[config.mk]
export PLATFORM = sky130hd
export DESIGN_NAME = periph_xbar
export DESIGN_NICKNAME = d
export VERILOG_FILES = /design/src/design/xbar_pkg.sv /design/src/design/master_router.sv /design/src/design/slave_arbiter.sv /design/src/design/periph_xbar.sv
export SDC_FILE = /design/constraint.sdc
export NUM_CORES = 1
export LEC_CHECK = 0
export ABC_AREA = 1
export BUFFER_PORTS_ARGS = -buffer_cell sky130_fd_sc_hd__buf_2
export CAP_MARGIN = 20
export CORE_AREA = 5 5 298 300
export DETAILED_ROUTE_END_ITERATION = 8
export DIE_AREA = 0 0 303 305
export GPL_ROUTABILITY_DRIVEN = 1
export SETUP_SLACK_MARGIN = 0.02
export SYNTH_ARGS = -nofsm -noshare
export SYNTH_HDL_FRONTEND = slang
export SYNTH_SLANG_ARGS = --single-unit
[constraint.sdc]
create_clock -name clk -period 6.9 [get_ports clk]
set_clock_uncertainty 0.1 [all_clocks]
set_input_delay 1.035 -clock clk [delete_from_list [all_inputs] [get_ports clk]]
set_output_delay 1.035 -clock clk [all_outputs]
set_load 0.005 [all_outputs]
[src/design/xbar_pkg.sv]
/*
 * Peripheral crossbar shared definitions
 * Port counts, bus widths, peripheral address map and handshake enums
 */
package xbar_pkg;

    ////////////////////////////////////////////////////////////
    // Port counts and bus widths
    ////////////////////////////////////////////////////////////
    localparam int N_MASTER   = 4;               // Master request ports
    localparam int N_SLAVE    = 4;               // Peripheral ports
    localparam int ADDR_WIDTH = 32;              // Master byte address
    localparam int DATA_WIDTH = 32;
    localparam int BE_WIDTH   = DATA_WIDTH / 8;  // One enable per byte
    localparam int ID_WIDTH   = N_MASTER;        // One-hot master tag

    // Index of a master, used by the round-robin pointer
    localparam int MASTER_IDX_WIDTH = $clog2(N_MASTER);

    ////////////////////////////////////////////////////////////
    // Address map
    ////////////////////////////////////////////////////////////
    // 4 KB peripheral window, matched on bits 31:12
    localparam logic [ADDR_WIDTH-1:0] PERIPH_BASE = 32'h1A10_0000;
    localparam int WINDOW_LSB = 12;

    // Slave select field inside the window
    localparam int ROUTE_LSB = 10;
    localparam int ROUTE_MSB = 11;

    // Word offset inside one slave, bits 9:2
    localparam int SLAVE_ADDR_WIDTH = 8;

    ////////////////////////////////////////////////////////////
    // Handshake encodings
    ////////////////////////////////////////////////////////////
    // Meaning of data_wen
    typedef enum logic {
        REQ_STORE = 1'b0,
        REQ_LOAD  = 1'b1
    } req_type_e;

    // Response opcode
    typedef enum logic {
        OPC_OK  = 1'b0,
        OPC_ERR = 1'b1
    } resp_opc_e;

endpackage

[src/design/master_router.sv]
/*
 * Master router
 * Decodes one master address into a slave request, returns the grant
 * and picks this master's response out of all slave lanes
 */
`timescale 1ns/100ps

module master_router
(
    input  logic                                              clk,
    input  logic                                              reset_i,

    // Request from the master
    input  logic                                              data_req_i,
    input  logic [xbar_pkg::ADDR_WIDTH-1:0]                  data_add_i,

    // Grant and response back to the master
    output logic                                              data_gnt_o,
    output logic                                              data_r_valid_o,
    output logic [xbar_pkg::DATA_WIDTH-1:0]                  data_r_rdata_o,
    output logic                                              data_r_opc_o,

    // One request bit per slave arbiter
    output logic [xbar_pkg::N_SLAVE-1:0]                     slave_req_o,
    // Grant and response-valid bits, one per slave arbiter
    input  logic [xbar_pkg::N_SLAVE-1:0]                     slave_gnt_i,
    input  logic [xbar_pkg::N_SLAVE-1:0]                     slave_r_valid_i,

    // Response lanes of every slave
    input  logic [xbar_pkg::N_SLAVE-1:0][xbar_pkg::DATA_WIDTH-1:0] data_r_rdata_i,
    input  logic [xbar_pkg::N_SLAVE-1:0]                     data_r_opc_i
);

    import xbar_pkg::*;

    logic                           in_window;    // Address hits the peripheral window
    logic [ROUTE_MSB-ROUTE_LSB:0]   route_sel;    // Target slave index
    logic                           out_req;      // Request outside the window
    logic                           err_pending;  // Error response due next cycle
    logic [DATA_WIDTH-1:0]          sel_rdata;
    resp_opc_e                      sel_opc;

    ////////////////////////////////////////////////////////////
    // Address decode
    ////////////////////////////////////////////////////////////
    assign in_window = (data_add_i[ADDR_WIDTH-1:WINDOW_LSB] ==
                        PERIPH_BASE[ADDR_WIDTH-1:WINDOW_LSB]);
    assign route_sel = data_add_i[ROUTE_MSB:ROUTE_LSB];
    assign out_req   = data_req_i & ~in_window;

    // One-hot request toward the decoded slave, none when outside
    assign slave_req_o = (data_req_i && in_window) ? (N_SLAVE'(1) << route_sel) : '0;

    // Only the addressed arbiter can grant; local grant for bad addresses
    assign data_gnt_o = out_req | (|slave_gnt_i);

    ////////////////////////////////////////////////////////////
    // Error response
    ////////////////////////////////////////////////////////////
    // Granted in the request cycle, answered one cycle later
    always_ff @(posedge clk)
    begin
        if (reset_i)
        begin
            err_pending <= 1'b0;
        end
        else
        begin
            err_pending <= out_req;  // One-shot, master drops or changes req
        end
    end

    ////////////////////////////////////////////////////////////
    // Response select
    ////////////////////////////////////////////////////////////
    always_comb
    begin
        sel_rdata = '0;
        sel_opc   = OPC_OK;
        // At most one slave names this master per cycle
        for (int s = 0; s < N_SLAVE; s++)
        begin
            if (slave_r_valid_i[s])
            begin
                sel_rdata = data_r_rdata_i[s];
                sel_opc   = resp_opc_e'(data_r_opc_i[s]);
            end
        end
    end

    assign data_r_valid_o = err_pending | (|slave_r_valid_i);
    assign data_r_rdata_o = err_pending ? '0 : sel_rdata;       // Zero data on error
    assign data_r_opc_o   = err_pending ? OPC_ERR : sel_opc;

endmodule

[src/design/slave_arbiter.sv]
/*
 * Slave arbiter
 * Round-robin choice among the masters for one peripheral port, with
 * request mux, one-hot ID tagging and response-valid fan-out
 */
`timescale 1ns/100ps

module slave_arbiter
(
    input  logic                                                  clk,
    input  logic                                                  reset_i,

    // Request bits routed to this slave, one per master
    input  logic [xbar_pkg::N_MASTER-1:0]                        master_req_i,
    // Request fields of every master
    input  logic [xbar_pkg::N_MASTER-1:0][xbar_pkg::ADDR_WIDTH-1:0] data_add_i,
    input  logic [xbar_pkg::N_MASTER-1:0]                        data_wen_i,
    input  logic [xbar_pkg::N_MASTER-1:0][xbar_pkg::DATA_WIDTH-1:0] data_wdata_i,
    input  logic [xbar_pkg::N_MASTER-1:0][xbar_pkg::BE_WIDTH-1:0]   data_be_i,
    // Grant back to the winning master
    output logic [xbar_pkg::N_MASTER-1:0]                        master_gnt_o,

    // Request toward the slave
    output logic                                                  data_req_o,
    output logic [xbar_pkg::SLAVE_ADDR_WIDTH-1:0]                data_add_o,
    output logic                                                  data_wen_o,
    output logic [xbar_pkg::DATA_WIDTH-1:0]                      data_wdata_o,
    output logic [xbar_pkg::BE_WIDTH-1:0]                        data_be_o,
    output logic [xbar_pkg::ID_WIDTH-1:0]                        data_id_o,
    input  logic                                                  data_gnt_i,

    // Response handshake from the slave
    input  logic                                                  data_r_valid_i,
    input  logic [xbar_pkg::ID_WIDTH-1:0]                        data_r_id_i,
    // Response valid, one bit per master
    output logic [xbar_pkg::N_MASTER-1:0]                        master_r_valid_o
);

    import xbar_pkg::*;

    logic [MASTER_IDX_WIDTH-1:0] rr_ptr;     // Highest priority master
    logic [MASTER_IDX_WIDTH-1:0] cand;       // Master under test in the scan
    logic [MASTER_IDX_WIDTH-1:0] win_idx;    // Chosen master
    logic                        found;
    logic                        handshake;  // Request accepted by the slave
    req_type_e                   win_type;

    ////////////////////////////////////////////////////////////
    // Round-robin selection
    ////////////////////////////////////////////////////////////
    // First requester at or after the pointer, wrapping around
    always_comb
    begin
        found   = 1'b0;
        win_idx = rr_ptr;
        cand    = rr_ptr;
        for (int i = 0; i < N_MASTER; i++)
        begin
            cand = MASTER_IDX_WIDTH'((int'(rr_ptr) + i) % N_MASTER);
            if (!found && master_req_i[cand])
            begin
                found   = 1'b1;
                win_idx = cand;
            end
        end
    end

    assign handshake = found & data_gnt_i;

    // Pointer moves one past the winner, only on an accepted request
    always_ff @(posedge clk)
    begin
        if (reset_i)
        begin
            rr_ptr <= '0;
        end
        else if (handshake)
        begin
            if (win_idx == MASTER_IDX_WIDTH'(N_MASTER - 1))
                rr_ptr <= '0;
            else
                rr_ptr <= win_idx + 1'b1;
        end
    end

    ////////////////////////////////////////////////////////////
    // Request mux toward the slave
    ////////////////////////////////////////////////////////////
    assign win_type     = req_type_e'(data_wen_i[win_idx]);
    assign data_req_o   = found;
    // Word offset, bits just below the route field
    assign data_add_o   = data_add_i[win_idx][ROUTE_LSB-1 -: SLAVE_ADDR_WIDTH];
    assign data_wen_o   = win_type;
    assign data_wdata_o = data_wdata_i[win_idx];
    assign data_be_o    = data_be_i[win_idx];
    assign data_id_o    = found ? (ID_WIDTH'(1) << win_idx) : '0;  // One-hot tag

    // Slave grant reaches the winner only
    assign master_gnt_o = handshake ? (N_MASTER'(1) << win_idx) : '0;

    ////////////////////////////////////////////////////////////
    // Response valid fan-out
    ////////////////////////////////////////////////////////////
    assign master_r_valid_o = data_r_valid_i ? data_r_id_i : '0;  // ID bit names the master

endmodule

[src/design/periph_xbar.sv]
/*
 * Peripheral crossbar top
 * Router per master, arbiter per slave, cross-wired by matrix transposes
 */
`timescale 1ns/100ps

module periph_xbar
(
    input  logic                                                     clk,
    input  logic                                                     reset_i,

    // Master side requests
    input  logic [xbar_pkg::N_MASTER-1:0]                           data_req_i,
    input  logic [xbar_pkg::N_MASTER-1:0][xbar_pkg::ADDR_WIDTH-1:0] data_add_i,
    input  logic [xbar_pkg::N_MASTER-1:0]                           data_wen_i,
    input  logic [xbar_pkg::N_MASTER-1:0][xbar_pkg::DATA_WIDTH-1:0] data_wdata_i,
    input  logic [xbar_pkg::N_MASTER-1:0][xbar_pkg::BE_WIDTH-1:0]   data_be_i,
    output logic [xbar_pkg::N_MASTER-1:0]                           data_gnt_o,
    // Master side responses
    output logic [xbar_pkg::N_MASTER-1:0]                           data_r_valid_o,
    output logic [xbar_pkg::N_MASTER-1:0][xbar_pkg::DATA_WIDTH-1:0] data_r_rdata_o,
    output logic [xbar_pkg::N_MASTER-1:0]                           data_r_opc_o,

    // Slave side requests
    output logic [xbar_pkg::N_SLAVE-1:0]                            data_req_o,
    output logic [xbar_pkg::N_SLAVE-1:0][xbar_pkg::SLAVE_ADDR_WIDTH-1:0] data_add_o,
    output logic [xbar_pkg::N_SLAVE-1:0]                            data_wen_o,
    output logic [xbar_pkg::N_SLAVE-1:0][xbar_pkg::DATA_WIDTH-1:0]  data_wdata_o,
    output logic [xbar_pkg::N_SLAVE-1:0][xbar_pkg::BE_WIDTH-1:0]    data_be_o,
    output logic [xbar_pkg::N_SLAVE-1:0][xbar_pkg::ID_WIDTH-1:0]    data_id_o,
    input  logic [xbar_pkg::N_SLAVE-1:0]                            data_gnt_i,
    // Slave side responses
    input  logic [xbar_pkg::N_SLAVE-1:0]                            data_r_valid_i,
    input  logic [xbar_pkg::N_SLAVE-1:0][xbar_pkg::DATA_WIDTH-1:0]  data_r_rdata_i,
    input  logic [xbar_pkg::N_SLAVE-1:0][xbar_pkg::ID_WIDTH-1:0]    data_r_id_i,
    input  logic [xbar_pkg::N_SLAVE-1:0]                            data_r_opc_i
);

    import xbar_pkg::*;

    // Router view, indexed [master][slave]
    logic [N_MASTER-1:0][N_SLAVE-1:0] req_from_master;
    logic [N_MASTER-1:0][N_SLAVE-1:0] gnt_to_master;
    logic [N_MASTER-1:0][N_SLAVE-1:0] r_valid_to_master;

    // Arbiter view, indexed [slave][master]
    logic [N_SLAVE-1:0][N_MASTER-1:0] req_to_slave;
    logic [N_SLAVE-1:0][N_MASTER-1:0] gnt_from_slave;
    logic [N_SLAVE-1:0][N_MASTER-1:0] r_valid_from_slave;

    ////////////////////////////////////////////////////////////
    // Matrix transposes
    ////////////////////////////////////////////////////////////
    for (genvar m = 0; m < N_MASTER; m++)
    begin : g_transpose_m
        for (genvar s = 0; s < N_SLAVE; s++)
        begin : g_transpose_s
            assign req_to_slave[s][m]      = req_from_master[m][s];     // Request forward
            assign gnt_to_master[m][s]     = gnt_from_slave[s][m];      // Grant back
            assign r_valid_to_master[m][s] = r_valid_from_slave[s][m];  // Valid back
        end
    end

    ////////////////////////////////////////////////////////////
    // Master side routers
    ////////////////////////////////////////////////////////////
    for (genvar m = 0; m < N_MASTER; m++)
    begin : g_router
        master_router i_master_router
        (
            .clk             ( clk                  ),
            .reset_i         ( reset_i              ),
            .data_req_i      ( data_req_i[m]        ),
            .data_add_i      ( data_add_i[m]        ),
            .data_gnt_o      ( data_gnt_o[m]        ),
            .data_r_valid_o  ( data_r_valid_o[m]    ),
            .data_r_rdata_o  ( data_r_rdata_o[m]    ),
            .data_r_opc_o    ( data_r_opc_o[m]      ),
            .slave_req_o     ( req_from_master[m]   ),
            .slave_gnt_i     ( gnt_to_master[m]     ),
            .slave_r_valid_i ( r_valid_to_master[m] ),
            .data_r_rdata_i  ( data_r_rdata_i       ),  // All lanes, router picks one
            .data_r_opc_i    ( data_r_opc_i         )
        );
    end

    ////////////////////////////////////////////////////////////
    // Slave side arbiters
    ////////////////////////////////////////////////////////////
    for (genvar s = 0; s < N_SLAVE; s++)
    begin : g_arbiter
        slave_arbiter i_slave_arbiter
        (
            .clk              ( clk                   ),
            .reset_i          ( reset_i               ),
            .master_req_i     ( req_to_slave[s]       ),
            .data_add_i       ( data_add_i            ),  // Full buses of all masters
            .data_wen_i       ( data_wen_i            ),
            .data_wdata_i     ( data_wdata_i          ),
            .data_be_i        ( data_be_i             ),
            .master_gnt_o     ( gnt_from_slave[s]     ),
            .data_req_o       ( data_req_o[s]         ),
            .data_add_o       ( data_add_o[s]         ),
            .data_wen_o       ( data_wen_o[s]         ),
            .data_wdata_o     ( data_wdata_o[s]       ),
            .data_be_o        ( data_be_o[s]          ),
            .data_id_o        ( data_id_o[s]          ),
            .data_gnt_i       ( data_gnt_i[s]         ),
            .data_r_valid_i   ( data_r_valid_i[s]     ),
            .data_r_id_i      ( data_r_id_i[s]        ),
            .master_r_valid_o ( r_valid_from_slave[s] )
        );
    end

endmodule

Yosys cells after proc, flatten, opt, wreduce, memory -nomap -nowiden
Index checks and enable logic that the tools add are counted.
Widths: inputs -> output; s select.

storage, ports and cells
  memories = 0
  output and inout port bits = 340
  RAM bits = 0
  bits in latches = 0
  logic and storage cells = 268
  register bits = 12
  bits in read-only memories = 0

operators by class
  bitwise gates (word level) = 20
  order comparisons = 20
  $mul = 0
  add/subtract/negate cells = 16
  eq/ne operators = 8
  divide/modulo/power cells = 0
  shifts and indexed selects = 8
  muxes and demuxes = 152
  reduce and logical (&&, ||, !) cells = 36

operator list
  operator              count
  $mux 32               24
  $bmux 32 s2           8
  $eq 20x17->1 const B  4
  $mux 4                20
  $lt 2x3->1 const B    20
  $mux 1                56
  $bmux 1 s2            20
  $mux 10               4
  $bmux 4 s2            4
  $mux 2                16
  $reduce_or 4->1       8
  $shl 1x2->4 const A   8
  $add 2x1->2 const B   8
  $add 2x2->2 const B   8
  $logic_and 1x1->1     16
  $logic_not 1->1       12
  $and 1x1->1           8
  $eq 2x2->1 const B    4
  $or 1x1->1            8
  $not 1->1             4

Longest topological paths before layout
Gate-level depths: netlist of the first run.

  depth in word-level cells = 19
  gate-level depth with buffers = 24
  mapped depth without buffers = 22

Hierarchy
Synthesis of the first run repeated with hierarchy kept, for this count alone.

unflattened totals
  cells, all modules = 3476
  area total of the unflattened synthesis = 15785.1 um^2

by module, submodules not included
  module         times used  cells an instance  seq. area each (um^2)  area each (um^2)
  slave_arbiter  4           570                40.0                   2543.7
  master_router  4           299                20.0                   1402.6

Least setup slack after synthesis of the first run
No wires, ideal clock.

  path type = in2out
  from = input data_add_i[115] in the netlist's numbering
  to = output data_gnt_o[1] in the netlist's numbering
  slack = 2.631 ns
  stages on the path = 22
  data arrival time = 3.134 ns
  path buffers = 3
  cell sequence = nor2_1 nand2_1 nor2_1 nand3_1 nor2_4 nand3_1 nand2_1 nand2_1 nand2_1 nand3_1 nand2_1 nand2_1 nand3_1 nand2_1 buf_2 buf_2 ha_1 nand3_1 nand2_1 nor2_1 nand2_1 buf_4

on the way
  cells in the longest elaborated chain, start to end = 19
  elaborated cells on any way between the ends = 101
  classes of those cells = eq/ne: 1; shift: 4; mux: 65; bitwise: 5; reduce/logical: 26

RTL lines
  what                                               RTL line                                  source
  start: declaration                                 periph_xbar.sv:14                         input logic [xbar_pkg::N_MASTER-1:0][xbar_pkg::ADDR_WIDTH-1:0] data_add_i,
  $eq 20x17->1 (*)                                   master_router.sv:46                       assign in_window = (data_add_i[ADDR_WIDTH-1:WINDOW_LSB] ==
  $logic_and 1x1->1 (*)                              master_router.sv:52                       assign slave_req_o = (data_req_i && in_window) ? (N_SLAVE'(1) << route_sel) : '0;
  $mux 4 (*)                                         master_router.sv:52
  $bmux 1 s2                                         slave_arbiter.sv:60                       if (!found && master_req_i[cand])
  $mux 1 (not written as such)                       slave_arbiter.sv:60
  $mux 1                                             slave_arbiter.sv:60
  $logic_not 1->1                                    slave_arbiter.sv:60
  $logic_and 1x1->1                                  slave_arbiter.sv:60
  [... 3 more ...]                                   n/a
  $mux 1                                             slave_arbiter.sv:60
  $logic_not 1->1                                    slave_arbiter.sv:60
  $logic_and 1x1->1                                  slave_arbiter.sv:60
  $mux 2 / $mux 1 (equally long branches)            slave_arbiter.sv:60
  $shl 1x2->4 / $and 1x1->1 (equally long branches)  slave_arbiter.sv:99, slave_arbiter.sv:68
  $mux 4                                             slave_arbiter.sv:99                       assign master_gnt_o = handshake ? (N_MASTER'(1) << win_idx) : '0;
  $reduce_or 4->1 (*)                                master_router.sv:55                       assign data_gnt_o = out_req | (|slave_gnt_i);
  $or 1x1->1 (*)                                     master_router.sv:55
  end: declaration                                   periph_xbar.sv:18                         output logic [xbar_pkg::N_MASTER-1:0] data_gnt_o,

Mark *: on every way between the ends. The rest lies on a longest branch, timed or not. The select of a mux whose other input is x is not followed.

Final worst setup path of the first run
  from = input data_add_i[83] in the netlist's numbering
  to = output data_gnt_o[0] in the netlist's numbering

Same word-level chain as after synthesis.

==> impl_metrics.toml, run 1 <==
[clock_network]
hold_buffers = 0
ctsResizeCount = 0
cts_made_buffers = 3
tritoncts = "done"
clkSinkCount = 12
insertion_delay_ns = 0.25
htreeDepth = 1
clk_pin_slew_ns = 0.05
clk_path_buf_depth = 2
clock_tree.root_cell = "clkbuf_16"
cts_setup_buffers = 0

[power_and_ir_drop]
ir_worst_vdd_v = 0.000153
pwr_density_cell_mw_per_mm2 = 123
leakage_nw = 11.3

[floorplan]
core_area_mm2 = 0.0859
die_area_mm2 = 0.0924
io-pin-count = 778
fp.dieW_um = 303
rows = 108
die_h_um = 305
initial_core_util_pct = 18.1

[route]
wl_per_cell_um = 21.0
drtPass1Iterations = 6
post-route-drc-count = 0
via_per_inst = 5.06
ant_nets = 0
drt_iter0_drc = 3053
num_vias = 25800
wirelength_um = 107000

[critical_path]
r2r-end = "g_arbiter[1].i_slave_arbiter.rr_ptr[1]"
worstRegToRegCells = 12
cp-start-kind = "primary input"
cp_max_fo = 29
critical_path_arrival_ns = 4.55
reg2reg_slack_ns = 3.70
critPathKind = "in -> out"
end_kind = "primary output"
rr_startpoint = "g_arbiter[1].i_slave_arbiter.rr_ptr[0]"
worstPathRequired_ns = 5.76

[timing]
rsz0062_at_grt = "no"
hold_viol = 0
fin_ws_ns = 1.21
slew_violations = 0
fin_crit_sh_pct = 82.4
maxSlewHeadroom_pct = 37.2
worst-slew-pin-transition_ns = 0.939
setup_viol = 0
fmax_ghz = 0.176
fin_setup_tns_ns = 0
period_needed_ns = 5.69

[finish]
final_net_count = 4360
syn2layout_area_growth_pct = 28.4
drive_above_1_share_pct = 22.5
final_common_cell = "nand2_1"
most-common-layout-cells = "nand2_1 (1562), buf_2 (769), nand3_1 (581)"
final_cells = 5093
fillers = 10100

[place]
dp.cells = 5056
dp_slack_ns = 1.25
dpl.hpwl_um = 80000
io_buffers = 769
routabilityCongestion = 0.961

[flow_run]
drv_cap = 0

[synthesis]
ys.warnings.count = 0
synth_area_per_cell_um2 = 4.60
synthCells = 3382
synthFlopType = "dfxtp_1"
syn_area_mm2 = 0.0156
synthArstFlopShare_pct = 0
syn_nets = 3836
yosysSeqAreaShare_pct = 1.54
synth_edf_count = 0
ys_types = 33
synth_seq_cells = 12

[grt]
grt_pass1_vias = 23300
grt_usage_pct = 21.6
antenna_found_initial = 54
grt_first_pass_wirelength_um = 155000
grt_max_degree = 94
grt-ovfl-total = 0

[worst_hold_path]
worstHoldEndpoint = "g_arbiter[0].i_slave_arbiter.rr_ptr[1]"
hold_start = "g_arbiter[0].i_slave_arbiter.rr_ptr[1]"
hp-class = "reg -> reg"
worstHoldPathCells = 2

[status]
status = "completed"
==> per-layer routing <==
metal / vias to the layer above / track usage [%] / part of all wire (%)
met2: 1791 / 34.5 / 45
met3: 319 / 6.73 / 12
met5: - / 0 / 0.26
li1: 12100 / - / -
met4: 36 / 12.3 / 6.6
met1: 11500 / 25.4 / 36
==> power breakdown <==
group          switching (W)  leakage, nW   total, W  internal (W)
Sequential         0.0000198       0.0982  0.0000956     0.0000758
Clock              0.0000353       0.0372   0.000111     0.0000760
Combinational        0.00151         11.2    0.00225      0.000735
Total                0.00157         11.3    0.00246      0.000887
==> cell families after synthesis <==
| group | Yosys count | share of synthesized area [%] |
|---|---|---|
| compound gates | 537 | 19.6 |
| xor+xnor | 4 | 0.418 |
| fa+ha+maj | 16 | 1.29 |
| buf+inv | 462 | 14.1 |
| flops | 12 | 1.54 |
| simple gates | 2351 | 63.0 |
==> cell usage after synthesis, drive strengths merged, types with 5 or more instances <==
cell type | count | area (um2)
nand3 | 583 | 2940
ha | 16 | 200
nand2 | 1592 | 6030
o211ai | 128 | 961
dfxtp | 12 | 240
clkinv | 5 | 18.8
buf | 164 | 1080
nor2 | 129 | 551
nand4 | 32 | 200
clkbuf | 129 | 485
inv | 164 | 616
nor3 | 12 | 65.1
a21oi | 135 | 698
o21ai | 269 | 1350
==> through the flow <==
stage          util, %  hold WS (ns)  power, W  cell area [um2]
2_1_floorplan        -         0.509   0.00128            15600
3_3_place_gp      23.1         0.570   0.00233            19800
3_5_place_dp      23.1         0.563   0.00234            19800
4_1_cts           23.1         0.567   0.00246            19900
5_1_grt           23.2         0.656   0.00268            20000
6_report          23.2         0.568   0.00246            20000
==> area by class of cell <==
cell class | count | area [um2] | share of cell area, %
Multi-Input combinational cell | 2908 | 13200 | 66.0
Timing Repair Buffer | 812 | 4310 | 21.6
Tap cell | 1155 | 1450 | 7.23
Inverter | 169 | 634 | 3.18
Sequential cell | 12 | 240 | 1.20
Antenna cell | 34 | 85.1 | 0.426
Clock buffer | 3 | 75.1 | 0.376
==> state kept, by name, indices dropped and copies added (netlist names) <==
name	cells
g_router.i_master_router.err_pending	4
g_arbiter.i_slave_arbiter.rr_ptr	8
==> worst max path at each step <==
stage               startpoint       endpoint  slack [ns]  cells after the start
3_3_place_gp    data_add_i[83]  data_gnt_o[0]        1.31                     23
4_1_cts         data_add_i[83]  data_gnt_o[0]        1.23                     23
6_report        data_add_i[83]  data_gnt_o[0]        1.21                     23
3_5_place_dp    data_add_i[83]  data_gnt_o[0]        1.25                     23
2_1_floorplan  data_add_i[115]  data_gnt_o[1]        2.63                     22
5_1_grt         data_add_i[83]  data_gnt_o[0]        0.95                     23
==> worst max-delay path: stages <==
cell and delay (ns):
buf_2 0.09, nor2_1 0.13, nand2_1 0.07, nor2_1 0.37, nand3_1 0.25, nor2_4 0.26, nand3_1 0.11, nand2_1 0.14
nand2_2 0.07, nand2_4 0.11, nand2_1 0.08, nand2_1 0.06, nand2_1 0.05, nand2_1 0.07, nand2_2 0.07, nand2_1 0.07
nand2_2 0.52, ha_1 0.50, nand3_1 0.09, nand2_1 0.05, inv_1 0.09, nand2_1 0.07, buf_2 0.17
(Power assumes the default switching activity.)
==> run 2: changes to the inputs <==
--- a/config.mk
+++ b/config.mk
@@ -8,9 +8,9 @@
 export ABC_AREA = 1
 export BUFFER_PORTS_ARGS = -buffer_cell sky130_fd_sc_hd__buf_2
 export CAP_MARGIN = 20
-export CORE_AREA = 5 5 298 300
+export CORE_AREA = 5 5 301 303
 export DETAILED_ROUTE_END_ITERATION = 8
-export DIE_AREA = 0 0 303 305
+export DIE_AREA = 0 0 306 308
 export GPL_ROUTABILITY_DRIVEN = 1
 export SETUP_SLACK_MARGIN = 0.02
 export SYNTH_ARGS = -nofsm -noshare
==> constraint.sdc (replaced) <==
create_clock -name clk -period 5.54 [get_ports clk]
set_clock_uncertainty 0.1 [all_clocks]
set_input_delay 0.831 -clock clk [delete_from_list [all_inputs] [get_ports clk]]
set_output_delay 0.831 -clock clk [all_outputs]
set_load 0.005 [all_outputs]
==> run 2 against run 1 <==
  * Die area rose by 2.0%
  * First-iteration DRC count rose by 10%
  * Critical endpoint is now data_add_o[2]
  * Setup slack got worse by 0.86 ns
  * Clock-buffer cell count did not move
  * Via count rose by 1.3%
  * Sequential share of layout area barely moved
  * Combinational power rose by 27%
  * Largest power group unchanged
==> impl_metrics.toml, run 2 (synthesis results as in run 1) <==
[finish]
regMostFlops = "g_arbiter.i_slave_arbiter.rr_ptr"
final_common_cell = "nand2_1"
final_net_count = 4376
largest_reg_flops = 8
reg_top3 = "g_arbiter.i_slave_arbiter.rr_ptr (8), g_router.i_master_router.err_pending (4)"
drive_above_1_share_pct = 22.8
most-common-layout-cells = "nand2_1 (1562), buf_2 (769), nand3_1 (581)"
syn2layout_area_growth_pct = 29.6
fin_area_mm2 = 0.0202

[floorplan]
fp.dieW_um = 306
io-pin-count = 778
die_h_um = 308
rows = 109
initial_core_util_pct = 17.7
core_area_mm2 = 0.0877
die_area_mm2 = 0.0942

[critical_path]
cp-start-kind = "primary input"
crit_buf_inv = 4
rr_startpoint = "g_arbiter[1].i_slave_arbiter.rr_ptr[0]"
r2r-end = "g_arbiter[1].i_slave_arbiter.rr_ptr[1]"
worstPathRequired_ns = 4.61
startpoint = "data_add_i[111]"
cp_cell_sequence = "buf_2 > nor2_1 > nand4_1 > nor3_2 > nand3_1 > nand3_1 > nand2_2 > nand3_1 > nand2_1 > nand2_1 > nand3_1 > nand2_2 > buf_4 > buf_4 > nand2_1 > nand2_1 > buf_2"
cp_max_fo = 28
worst_path_max_delay_cell = "nor3_2"
timing.critical_path.to = "data_add_o[2]"
slowest_delay_ns = 0.56
reg2reg_slack_ns = 2.35
worst-path-stages = 17
critPathKind = "in -> out"
critical_path_arrival_ns = 4.25
crit_family = "simple AND/OR/NAND/NOR gates"
worstRegToRegCells = 12
end_kind = "primary output"

[timing]
maxSlewHeadroom_pct = 25.9
period_needed_ns = 5.18
fin_crit_sh_pct = 93.6
slew_violations = 0
hold_viol = 0
worst-slew-pin-transition_ns = 1.11
fmax_ghz = 0.193
rsz0062_at_grt = "no"
fin_setup_tns_ns = 0
setup_viol = 0

[clock_network]
cts_made_buffers = 3
tritoncts = "done"
clk_path_buf_depth = 2
hold_buffers = 0
cts_setup_buffers = 0
clock_tree.root_cell = "clkbuf_16"
ctsResizeCount = 0
htreeDepth = 1
insertion_delay_ns = 0.25
clkSinkCount = 12
clk_pin_slew_ns = 0.05

[place]
io_buffers = 769
place_area_mm2 = 0.0200
dpl.hpwl_um = 83600
routabilityCongestion = 0.976

[route]
drt_iter0_drc = 3370
via_per_inst = 5.11
drtPass1Iterations = 6
ant_nets = 0
wl_per_cell_um = 21.4
wirelength_um = 109000
post-route-drc-count = 0
num_vias = 26100

[grt]
antenna_found_initial = 38
grt_max_degree = 91
grt-ovfl-total = 0
grt_first_pass_wirelength_um = 158000
grt_usage_pct = 21.4
grt_pass1_vias = 23300

[power_and_ir_drop]
pwr_density_cell_mw_per_mm2 = 154
ir_worst_vdd_v = 0.000457
leakage_nw = 11.4

[status]
status = "completed"

[worst_hold_path]
hp-class = "reg -> reg"

[flow_run]
drv_cap = 0
-- run 2: cell type report --
| type | instances | area, um2 |
|---|---|---|
| fillers | 10300 | 67500 |
| multi-input cells | 2908 | 13200 |
| repair buffers | 828 | 4520 |
| well taps | 1165 | 1460 |
| inverters | 169 | 634 |
| flip-flops and latches | 12 | 240 |
| clock buffers | 3 | 75.1 |
| diodes | 22 | 55.1 |
-- run 2: tightest hold or removal path, stage by stage, from the launching register on --
cell     delay, ns
dfxtp_1       0.42
a21oi_1       0.16
nor2_1        0.05
-- run 2: through the flow --
| step | setup WS (ns) | instances | power [W] | hold WS [ns] | utilization (%) |
|---|---|---|---|---|---|
| 2_1_floorplan | 1.68 | 3382 | 0.00160 | 0.509 | - |
| 3_3_place_gp | 0.509 | 5081 | 0.00295 | 0.564 | 22.8 |
| 3_5_place_dp | 0.533 | 5081 | 0.00295 | 0.569 | 22.8 |
| 4_1_cts | 0.514 | 5084 | 0.00311 | 0.574 | 22.9 |
| 5_1_grt | 0.270 | 5095 | 0.00338 | 0.642 | 23.0 |
| 6_report | 0.357 | 5107 | 0.00311 | 0.576 | 23.0 |
-- run 2: per-layer routing --
metal  GRT usage (%)  part of all wire, %  vias to the layer above
li1                -                    -                    12200
met1            26.2                   37                    11800
met2            35.9                   46                     1886
met3            5.00                   11                      279
met4            9.08                  5.3                       24
met5               0                 0.16                        -
-- run 2: power breakdown --
part | leakage [nW] | switching [W] | internal, W
logic | 11.3 | 0.00190 | 0.000955
clock network | 0.0371 | 0.0000453 | 0.0000948
registers | 0.0982 | 0.0000251 | 0.0000943
-- run 2: how the worst min path moves through the flow --
stage                                            from                                endpoint  slack, ns  cells after the start
5_1_grt        g_arbiter[1].i_slave_arbiter.rr_ptr[1]  g_arbiter[1].i_slave_arbiter.rr_ptr[1]       0.64                      2
6_report       g_arbiter[1].i_slave_arbiter.rr_ptr[1]  g_arbiter[1].i_slave_arbiter.rr_ptr[1]       0.58                      2
4_1_cts        g_arbiter[1].i_slave_arbiter.rr_ptr[1]  g_arbiter[1].i_slave_arbiter.rr_ptr[1]       0.57                      2
3_3_place_gp   g_arbiter[1].i_slave_arbiter.rr_ptr[1]  g_arbiter[1].i_slave_arbiter.rr_ptr[1]       0.56                      2
3_5_place_dp   g_arbiter[1].i_slave_arbiter.rr_ptr[1]  g_arbiter[1].i_slave_arbiter.rr_ptr[1]       0.57                      2
2_1_floorplan  g_arbiter[3].i_slave_arbiter.rr_ptr[1]  g_arbiter[3].i_slave_arbiter.rr_ptr[1]       0.51                      3
